`src/common/frontend_pkg.sv`:
```
`default_nettype none

package frontend_pkg;

    localparam int block_inst_size = 8;
    localparam int block_inst_width = 3;
    localparam int vaddr_size = 32;
    localparam int block_size = 32;
    localparam int fsq_width = 4;
    // a slot count needs one bit more than a slot index
    localparam int inst_num_width = block_inst_width + 1;

    // ras action of a branch
    typedef enum logic [2:0] {
        direct,
        push,
        pop,
        pop_push,
        indirect_call
    } br_type_t;

    typedef struct packed {
        logic branch;
        logic direct;
        logic jump;
        br_type_t br_type;
        logic [vaddr_size-1:0] target;
    } predecode_bundle_t;

    // size is the slot index of the predicted-taken branch
    typedef struct packed {
        logic taken;
        logic [block_inst_width-1:0] size;
        logic [vaddr_size-1:0] start_addr;
        logic [vaddr_size-1:0] target;
    } fetch_stream_t;

    typedef struct packed {
        logic [block_inst_size-1:0] en;
        logic [block_inst_size-1:0][31:0] data;
        logic [fsq_width-1:0] fsq_idx;
        fetch_stream_t stream;
        logic exception;
    } fetch_block_t;

    typedef struct packed {
        logic redirect;
        logic ibuf_full;
    } frontend_ctrl_t;

    typedef struct packed {
        logic valid;
        predecode_bundle_t [block_inst_size-1:0] bundles;
        logic [block_inst_size-1:0] en;
        logic [block_inst_size-1:0][31:0] data;
        logic [fsq_width-1:0] fsq_idx;
        fetch_stream_t stream;
        logic ipf;
        logic jump_en;
        logic [block_inst_width-1:0] jump_idx;
    } pd_stage_t;

    typedef struct packed {
        logic en;
        logic [fsq_width-1:0] fsq_idx;
        logic direct;
        br_type_t br_type;
        fetch_stream_t stream;
    } pd_redirect_t;

    typedef struct packed {
        logic [block_inst_size-1:0] en;
        logic [inst_num_width-1:0] num;
        logic [block_inst_size-1:0][31:0] inst;
        logic [fsq_width-1:0] fsq_idx;
        logic ipf;
        logic iam;
    } ibuf_write_t;

endpackage

`default_nettype wire

```
`src/design/predecode/inst_predecoder.sv`:
```
`timescale 1ns/10ps
`default_nettype none

module inst_predecoder (
    input  wire logic [31:0]                    inst,
    input  wire logic [frontend_pkg::vaddr_size-1:0] addr,
    output frontend_pkg::predecode_bundle_t     bundle
);
    import frontend_pkg::*;

    localparam logic [6:0] op_jal = 7'b1101111;
    localparam logic [6:0] op_jalr = 7'b1100111;
    localparam logic [6:0] op_branch = 7'b1100011;

    logic [6:0] opcode;
    logic [4:0] rd;
    logic [4:0] rs1;
    logic is_jal;
    logic is_jalr;
    logic is_branch;
    logic rd_link;
    logic rs1_link;
    logic push_valid;
    logic pop_valid;
    logic [vaddr_size-1:0] j_imm;

    assign opcode = inst[6:0];
    assign rd = inst[11:7];
    assign rs1 = inst[19:15];

    assign is_jal = opcode == op_jal;
    assign is_jalr = opcode == op_jalr;
    assign is_branch = opcode == op_branch;

    // x1 and x5 are the link registers
    assign rd_link = (rd == 5'd1) || (rd == 5'd5);
    assign rs1_link = (rs1 == 5'd1) || (rs1 == 5'd5);

    // J-type immediate, sign extended
    assign j_imm = {{(vaddr_size-21){inst[31]}}, inst[31], inst[19:12], inst[20],
                    inst[30:21], 1'b0};

    assign push_valid = (is_jal | is_jalr) & rd_link;
    // a jalr through a link register pops even when rd is also a link
    assign pop_valid = is_jalr & rs1_link;

    always_comb begin
        bundle.branch = is_jal | is_jalr | is_branch;
        // target only meaningful for jal
        bundle.target = addr + j_imm;
        bundle.jump = is_jal;
        // return target comes from the ras, so a popping jalr counts as direct
        bundle.direct = is_jal | pop_valid;
        if (is_jalr && push_valid && !pop_valid) begin
            bundle.br_type = indirect_call;
        end else if (push_valid && pop_valid) begin
            bundle.br_type = pop_push;
        end else if (push_valid) begin
            bundle.br_type = push;
        end else if (pop_valid) begin
            bundle.br_type = pop;
        end else begin
            bundle.br_type = direct;
        end
    end

endmodule

`default_nettype wire

```
`src/design/predecode/predecode_check.sv`:
```
`timescale 1ns/10ps
`default_nettype none

module predecode_check (
    input  wire frontend_pkg::pd_stage_t             stage,
    input  wire frontend_pkg::frontend_ctrl_t        frontend_ctrl,
    input  wire logic [frontend_pkg::vaddr_size-1:0] ras_addr,
    output frontend_pkg::pd_redirect_t               pd_redirect,
    output frontend_pkg::ibuf_write_t                ibuf_write,
    output logic                                     pd_flush
);
    import frontend_pkg::*;

    predecode_bundle_t jump_bundle;
    predecode_bundle_t tail_bundle;
    logic jump_en;
    logic taken;
    logic jump_error;
    logic nobranch_error;
    logic redirect_en;
    logic ras_target;
    logic [vaddr_size-1:0] next_pc;
    logic [block_inst_size-1:0] block_en;
    logic [block_inst_size-1:0] keep_mask;
    logic [inst_num_width-1:0] block_num;

    assign jump_bundle = stage.bundles[stage.jump_idx];
    // slot the predictor claims is taken
    assign tail_bundle = stage.bundles[stage.stream.size];

    assign jump_en = stage.valid & stage.jump_en;
    assign taken = stage.valid & stage.stream.taken;
    assign block_en = stage.valid ? stage.en : '0;
    assign next_pc = stage.stream.start_addr + vaddr_size'(block_size);

    assign jump_error = jump_en & (~stage.stream.taken
                      | (stage.stream.size != stage.jump_idx)
                      | (tail_bundle.jump & (stage.stream.target != tail_bundle.target)));
    assign nobranch_error = taken & ~tail_bundle.branch;
    assign redirect_en = jump_error | nobranch_error;

    assign ras_target = (jump_bundle.br_type == pop) || (jump_bundle.br_type == pop_push);

    always_comb begin
        block_num = '0;
        keep_mask = '0;
        for (int i = 0; i < block_inst_size; i++) begin
            block_num = block_num + inst_num_width'(block_en[i]);
            // slots up to and including the jump
            keep_mask[i] = jump_en & (block_inst_width'(i) <= stage.jump_idx);
        end
    end

    always_comb begin
        // held back while the buffer cannot take the block
        pd_redirect.en = redirect_en & ~frontend_ctrl.ibuf_full;
        pd_redirect.fsq_idx = stage.fsq_idx;
        pd_redirect.direct = jump_en;
        pd_redirect.br_type = jump_en ? jump_bundle.br_type : direct;
        pd_redirect.stream.taken = ~nobranch_error;
        pd_redirect.stream.start_addr = stage.stream.start_addr;
        if (jump_en) begin
            pd_redirect.stream.target = ras_target ? ras_addr : jump_bundle.target;
            pd_redirect.stream.size = stage.jump_idx;
        end else begin
            // fall through to the next block
            pd_redirect.stream.target = next_pc;
            pd_redirect.stream.size = block_inst_width'(block_inst_size - 1);
        end
    end

    assign pd_flush = pd_redirect.en;

    always_comb begin
        ibuf_write.inst = stage.data;
        ibuf_write.fsq_idx = stage.fsq_idx;
        ibuf_write.ipf = stage.ipf;
        ibuf_write.iam = stage.stream.start_addr[1:0] != 2'b00;
        if (pd_redirect.en) begin
            ibuf_write.en = block_en & keep_mask;
            if (jump_en) begin
                ibuf_write.num = inst_num_width'(stage.jump_idx) + inst_num_width'(1);
            end else begin
                ibuf_write.num = '0;
            end
        end else begin
            ibuf_write.en = block_en;
            ibuf_write.num = block_num;
        end
    end

    always_comb begin
        assert final (!(pd_redirect.en && frontend_ctrl.ibuf_full));
        // never write a slot the held block did not enable
        assert final ((ibuf_write.en & ~stage.en) == '0);
    end

endmodule

`default_nettype wire

```
`src/design/predecode/predecode_slots.sv`:
```
`timescale 1ns/10ps
`default_nettype none

module predecode_slots (
    input  wire logic                           clk,
    input  wire logic                           rst,
    input  wire frontend_pkg::fetch_block_t     fetch_block,
    input  wire frontend_pkg::frontend_ctrl_t   frontend_ctrl,
    input  wire logic                           pd_flush,
    output frontend_pkg::pd_stage_t             stage
);
    import frontend_pkg::*;

    predecode_bundle_t [block_inst_size-1:0] bundles;
    logic [block_inst_size-1:0] direct_en;
    logic [block_inst_width-1:0] jump_idx_next;
    logic flush;
    logic load;

    // control state
    logic valid_q;
    logic [block_inst_size-1:0] en_q;
    logic jump_en_q;

    // payload
    predecode_bundle_t [block_inst_size-1:0] bundles_q;
    logic [block_inst_size-1:0][31:0] data_q;
    logic [fsq_width-1:0] fsq_idx_q;
    fetch_stream_t stream_q;
    logic ipf_q;
    logic [block_inst_width-1:0] jump_idx_q;

    for (genvar i = 0; i < block_inst_size; i++) begin : g_slot
        inst_predecoder u_inst_predecoder (
            .inst   (fetch_block.data[i]),
            .addr   (fetch_block.stream.start_addr + vaddr_size'(i * 4)),
            .bundle (bundles[i])
        );
        assign direct_en[i] = fetch_block.en[i] & bundles[i].direct;
    end

    // oldest direct slot wins
    always_comb begin
        jump_idx_next = '0;
        for (int i = block_inst_size - 1; i >= 0; i--) begin
            if (direct_en[i]) begin
                jump_idx_next = block_inst_width'(i);
            end
        end
    end

    assign flush = frontend_ctrl.redirect | pd_flush;
    assign load = ~frontend_ctrl.ibuf_full & ~flush;

    always_ff @(posedge clk or negedge rst) begin
        if (!rst) begin
            valid_q <= 1'b0;
            en_q <= '0;
            jump_en_q <= 1'b0;
        end else if (flush) begin
            // incoming block is dropped and fetched again
            valid_q <= 1'b0;
            en_q <= '0;
            jump_en_q <= 1'b0;
        end else if (load) begin
            valid_q <= fetch_block.en[0];
            en_q <= fetch_block.en;
            jump_en_q <= |direct_en;
        end
    end

    always_ff @(posedge clk) begin
        if (load) begin
            bundles_q <= bundles;
            data_q <= fetch_block.data;
            fsq_idx_q <= fetch_block.fsq_idx;
            stream_q <= fetch_block.stream;
            ipf_q <= fetch_block.exception;
            jump_idx_q <= jump_idx_next;
        end
    end

    always_comb begin
        stage.valid = valid_q;
        stage.bundles = bundles_q;
        stage.en = en_q;
        stage.data = data_q;
        stage.fsq_idx = fsq_idx_q;
        stage.stream = stream_q;
        stage.ipf = ipf_q;
        stage.jump_en = jump_en_q;
        stage.jump_idx = jump_idx_q;
    end

    // a held block is only valid with its first slot present
    assert property (@(posedge clk) disable iff (!rst) stage.valid |-> stage.en[0]);

endmodule

`default_nettype wire

```
`src/design/predecode_top.sv`:
```
`timescale 1ns/10ps
`default_nettype none

module predecode_top (
    input  wire logic                                clk,
    input  wire logic                                rst,
    input  wire frontend_pkg::fetch_block_t          fetch_block,
    input  wire frontend_pkg::frontend_ctrl_t        frontend_ctrl,
    input  wire logic [frontend_pkg::vaddr_size-1:0] ras_addr,
    output frontend_pkg::pd_redirect_t               pd_redirect,
    output frontend_pkg::ibuf_write_t                ibuf_write
);
    import frontend_pkg::*;

    // stage 1 register contents
    pd_stage_t stage;
    logic pd_flush;

    predecode_slots u_predecode_slots (
        .clk           (clk),
        .rst           (rst),
        .fetch_block   (fetch_block),
        .frontend_ctrl (frontend_ctrl),
        .pd_flush      (pd_flush),
        .stage         (stage)
    );

    // combinational check on the held block
    predecode_check u_predecode_check (
        .stage         (stage),
        .frontend_ctrl (frontend_ctrl),
        .ras_addr      (ras_addr),
        .pd_redirect   (pd_redirect),
        .ibuf_write    (ibuf_write),
        .pd_flush      (pd_flush)
    );

endmodule

`default_nettype wire

```
`config.mk`:
```
export PLATFORM = sky130hd
export DESIGN_NAME = predecode_top
export DESIGN_NICKNAME = d
export VERILOG_FILES = /design/src/common/frontend_pkg.sv /design/src/design/predecode/inst_predecoder.sv /design/src/design/predecode/predecode_check.sv /design/src/design/predecode/predecode_slots.sv /design/src/design/predecode_top.sv
export SDC_FILE = /design/constraint.sdc
export NUM_CORES = 2
export LEC_CHECK = 0
export ABC_AREA = 1
export BUFFER_PORTS_ARGS = -buffer_cell sky130_fd_sc_hd__buf_2
export CAP_MARGIN = 30
export CORE_MARGIN = 3
export CORE_UTILIZATION = 46
export CTS_BUF_LIST = sky130_fd_sc_hd__clkbuf_4
export CTS_CLUSTER_SIZE = 8
export DETAILED_ROUTE_END_ITERATION = 10
export HOLD_SLACK_MARGIN = 0.02
export PLACE_DENSITY = 0.72
export SYNTH_ARGS = -nofsm -noshare
export SYNTH_HDL_FRONTEND = slang
export SYNTH_SLANG_ARGS = --single-unit
```
`constraint.sdc`:
```
create_clock -name clk -period 64.8 [get_ports clk]
set_input_delay 19.44 -clock clk [delete_from_list [all_inputs] [get_ports clk]]
set_output_delay 19.44 -clock clk [all_outputs]
set_load 0.1 [all_outputs]
```
After elaboration in Yosys (flattened, before gate mapping)
Cells that the tools add are included.
Operators by class
  magnitude comparators: 10
  $add $sub $neg: 24
  reduce and logical (&&, ||, !) cells: 54
  mux-type cells: 48
  bitwise operators: 73
  equality and inequality tests: 60
Operators by type and width (count)
  adder 32 bit: 8
  binary-select mux 38 bit (select 3 bit): 2
  == test 7 bit (second input constant): 24
  adder 32 x 5 -> 32 bit (second input constant): 4
  == test 5 x 1 -> 1 bit (second input constant): 16
  == test 5 x 3 -> 1 bit (second input constant): 16
  adder 32 x 4 -> 32 bit (second input constant): 2
  two-way mux 32 bit: 2
  two-way mux 2 bit: 26
  bitwise AND 1 bit: 39
  two-way mux 38 bit: 1
  two-way mux 35 bit: 1
  adder 32 x 3 -> 32 bit (second input constant): 1
  adder 32 x 6 -> 32 bit (second input constant): 1
  != test 32 bit: 1
  bitwise OR 1 bit: 28
  adder 4 x 1 -> 4 bit: 6
  logical AND 1 bit: 24
  two-way mux 8 bit: 3
  two-way mux 3 bit: 6
  logical OR 1 bit: 17
  less-or-equal comparator 3 bit (first input constant): 4
  two-way mux 12 bit: 1
  bitwise AND 8 bit: 1
  other kinds (15): 35
Storage, ports and cells
  register bits: 646
  word-level logic and storage cells: 329
  input port bits: 373

Longest topological paths before layout
  depth in word-level cells: 13
  gate-level depth with buffers: 24
  depth with buffers taken out: 21

Hierarchy
Synthesis repeated with hierarchy kept, for this count alone.
Unflattened totals
  cell total of the unflattened synthesis: 7253
  area total of the unflattened synthesis: 52185.0 sq um
Modules (own cells, without submodules)
  predecode_slots: times used 1, cells an instance 1431, area an instance 23450.0 sq um, seq. area each 19323.5 sq um
  inst_predecoder at u_predecode_slots.g_slot[0].u_inst_predecoder ...: times used 7, cells an instance 484, area an instance 2351.0 sq um, seq. area each 0.0 sq um
  predecode_check: times used 1, cells an instance 1950, area an instance 9874.5 sq um, seq. area each 0.0 sq um
  inst_predecoder at u_predecode_slots.g_slot[2].u_inst_predecoder: times used 1, cells an instance 484, area an instance 2403.6 sq um, seq. area each 0.0 sq um

Worst setup path after synthesis
OpenSTA, ideal clock, no wires.
  kind: in2reg
  start: input frontend_ctrl[0] (netlist name)
  end: register u_predecode_slots.fsq_idx_q[0], enable pin
  path buffers: 0
  data required time: 63.311 ns
  arrival time: 42.768 ns
  path slack: 20.543 ns
  cell stages on the path: 1
  path through: nor3_2
On the way
  word-level cells in the longest chain between the ends: 5
Ends and longest elaborated chain
  start, declared: line predecode_top.sv:8  | input wire frontend_pkg::frontend_ctrl_t frontend_ctrl,
  inverter 1 bit (*): line predecode_check.sv:56, predecode_slots.sv:53
  bitwise AND 1 bit: line predecode_check.sv:56  | pd_redirect.en = redirect_en & ~frontend_ctrl.ibuf_full;
  bitwise OR 1 bit: line predecode_slots.sv:52  | assign flush = frontend_ctrl.redirect | pd_flush;
  inverter 1 bit: line predecode_slots.sv:53  | assign load = ~frontend_ctrl.ibuf_full & ~flush;
  bitwise AND 1 bit (*): line predecode_slots.sv:53
  end signal, assigned: line predecode_slots.sv:76  | fsq_idx_q <= fetch_block.fsq_idx;
  end, declared: line predecode_slots.sv:28  | logic [fsq_width-1:0] fsq_idx_q;
Mark *: on every way between the ends. The rest lies on a longest branch, timed or not.
A chain may end at the register's enable or synchronous reset.

==> flow_summary.json <==
{
  "root_buffer": "clkbuf_4",
  "synth_area_mm2": 0.0438,
  "wl_per_cell_um": 24.4,
  "tightest_slew_ns": 1.01,
  "cp_max_fo": 13,
  "internal_power_w": 0.000776,
  "utilization": 0.521,
  "drtIter0Drc": 4448,
  "antenna_found_initial": 18,
  "end_kind": "primary output",
  "yosys.area.top_type": "edfxtp_1",
  "grt.overflow.total": 0,
  "portBuffers": 723,
  "vias": 37900,
  "p_sw_w": 0.000452,
  "crit_slowest_cell": "buf_2",
  "rows": 112,
  "total_power_w": 0.00123,
  "finalHoldViolations": 0,
  "maxSlewViolCount": 0,
  "clock_path_buffers": 3,
  "synth_top_area_frac": 0.425,
  "gp_congestion": 1.01,
  "track_usage": 0.325,
  "top_level_ports": 724,
  "rsz0062_at_grt": "no",
  "crit_family": "buffers and inverters",
  "setup_viol": 0,
  "synth-seq-area-share": 0.430,
  "period_needed_ns": 40.06,
  "numCtsBuffers": 176,
  "fp.dieArea_mm2": 0.0990,
  "p_comb_frac": 0.281,
  "max_cap_violations": 0,
  "slew_headroom": 0.320,
  "sequentialPowerShare": 0.412,
  "postCtsSetupRepairBufs": 0,
  "grt_pass1_vias": 36100,
  "tns_ns": 0,
  "startpoint_type": "primary input",
  "drc": 0,
  "first_pass_iters": 6,
  "synth_warnings": 0,
  "fmax_mhz": 25.0,
  "grt_pass1_wl_mm": 234,
  "finalClockSkew_ns": 0.0978,
  "initial_core_util": 0.467,
  "dp_slack_ns": 24.76,
  "fin_nets": 6240,
  "power_leakage_nw": 23.0,
  "synth_area_leaders": "edfxtp_1 (42%), ha_1 (13%), nand2_1 (7.3%), inv_1 (5.2%), buf_4 (5.1%)",
  "core_mm2": 0.0939,
  "critical_path_buf_inv_count": 4,
  "fillers": 8860,
  "crit_type": "in -> out",
  "slowest_delay_ns": 0.42,
  "final_cell_mix": "nand2_1 (846), buf_2 (726), edfxtp_1 (620), inv_1 (609), ha_1 (449)",
  "power_frac_clock": 0.307,
  "grt_max_degree": 168,
  "post-route-period-util": 0.618,
  "die_y_um": 315,
  "synth.avg_cell_area_um2": 9.00,
  "drive_gt1_frac": 0.191,
  "powerDensity_mw_per_mm2": 25.1,
  "min-delay-path-class": "reg -> reg",
  "arrival_ns": 20.62,
  "die_w_um": 315,
  "cp.required_ns": 45.36,
  "p_sw_frac": 0.368,
  "postSynthCellCount": 4869,
  "synth_seq_cells": 629,
  "final_common_cell": "nand2_1",
  "ys_types": 51,
  "crit_chain": "buf_2, inv_1, nand2_2, inv_1, buf_2",
  "post-dp-hpwl_mm": 129,
  "clock_latency_ns": 1.15,
  "clock_sinks": 629,
  "cts_resized": 0,
  "run_status": "finished, final reports clean",
  "wl_mm": 166,
  "clk_pin_slew_ns": 0.07,
  "placed_cells": 6481,
  "layoutNonFillerInstCount": 6796,
  "fin_ws_ns": 24.74,
  "htreeDepth": 4,
  "hold_buffers": 0,
  "antenna_left": 0,
  "syn_nets": 5703,
  "cts_tree": "done",
  "ir_drop_mv": 0.0175,
  "area_growth_pct": 11.6,
  "vias_per_cell": 5.58
}
==> state kept, by name, indices dropped and copies added (netlist names) <==
signal                        count
u_predecode_slots.en_q            8
u_predecode_slots.fsq_idx_q       4
u_predecode_slots.jump_en_q       1
u_predecode_slots.stage         612
u_predecode_slots.ipf_q           1
u_predecode_slots.jump_idx_q      3
==> cell families after synthesis <==
| kind of cell | share of synthesized area |
|---|---|
| flops | 0.430 |
| buf+inv | 0.117 |
| simple gates | 0.147 |
| xor+xnor | 0.0500 |
| fa+ha+maj | 0.134 |
| compound gates | 0.123 |
==> worst paths after layout <==
kind | startpoint | to | slack [ns] | cells after the start
max in group asynchronous | rst | u_predecode_slots.en_q[1]$_DFFE_PN0P_ | 46.40 | 1
worst min register to register | u_predecode_slots.en_q[6]$_DFFE_PN0P_ | u_predecode_slots.en_q[6]$_DFFE_PN0P_ | 0.49 | 2
worst max-delay path | frontend_ctrl[0] | pd_redirect[76] | 24.74 | 5
worst max register to register | u_predecode_slots.stage[69]$_DFFE_PP_ | u_predecode_slots.stage[185]$_DFFE_PP_ | 56.54 | 23
worst min-delay path | u_predecode_slots.en_q[6]$_DFFE_PN0P_ | u_predecode_slots.en_q[6]$_DFFE_PN0P_ | 0.49 | 2
min in group asynchronous | rst | u_predecode_slots.en_q[3]$_DFFE_PN0P_ | 18.18 | 1
==> worst min-delay path, stage by stage (launching register included) <==
cell	delay, ns
dfrtp_1	0.35
nand2_1	0.05
nand2_1	0.05
==> routing by layer <==
layer  part of all wire  wire (um)  global-route usage  vias to the layer above
li1                   -          -                   -                    17600
met5           0.000097         16                   0                        -
met3               0.11      18700              0.0889                      349
met2               0.45      74100               0.507                     2114
met4              0.047       7860               0.151                        4
met1               0.39      65000               0.421                    17800
==> stage by stage <==
stage	cell area (um^2)	hold slack [ns]
2_1_floorplan	43800	0.449
3_3_place_gp	46500	0.465
3_5_place_dp	46600	0.467
4_1_cts	48800	0.485
5_1_grt	48900	0.520
6_report	48900	0.486
==> layout make-up <==
| cell class | instances | area, um^2 | share of cell area |
|---|---|---|---|
| Inverter | 618 | 2320 | 0.0474 |
| Sequential cell | 629 | 18800 | 0.385 |
| Clock buffer | 245 | 1840 | 0.0376 |
| Tap cell | 1254 | 1570 | 0.0321 |
| Timing Repair Buffer | 769 | 4020 | 0.0821 |
| Antenna cell | 9 | 22.5 | 0.000461 |
| Multi-Input combinational cell | 3212 | 19900 | 0.407 |
| Clock inverter | 60 | 402 | 0.00821 |
==> cell usage after synthesis (all sizes together) <==
cell and n:
ha 449, o221a 1, o31ai 8, o2bb2ai 1, o221ai 6, inv 614
a211oi 13, o21bai 15, nand4 51, a221oi 6, nand2 851, nor3 49
o2111a 1, o22ai 9, a2111oi 1, dfrtp 9, a32o 1, o21a 22
and2 1, o211a 1, o41ai 1, a21oi 416, nor4 23, o21ai 332
fa 12, nor4b 1, o311ai 3, a31o 1, buf 348, clkbuf 62
a21boi 21, nand3b 16, a21o 22, o2111ai 5, a31oi 35, nand3 259
xor2 150, clkinv 4, xnor2 100, o211ai 44, nor2 285, edfxtp 620
==> power groups by stage <==
stage	sequential [W]	clock [W]	combinational, W
after floorplan	0.000518	0	0.000245
after global placement	0.000513	0	0.000335
after detailed placement	0.000513	0	0.000339
after CTS	0.000505	0.000387	0.000340
after global routing	0.000507	0.000406	0.000371
final	0.000506	0.000377	0.000345
No activity file was read; power rests on OpenSTA's default activity.
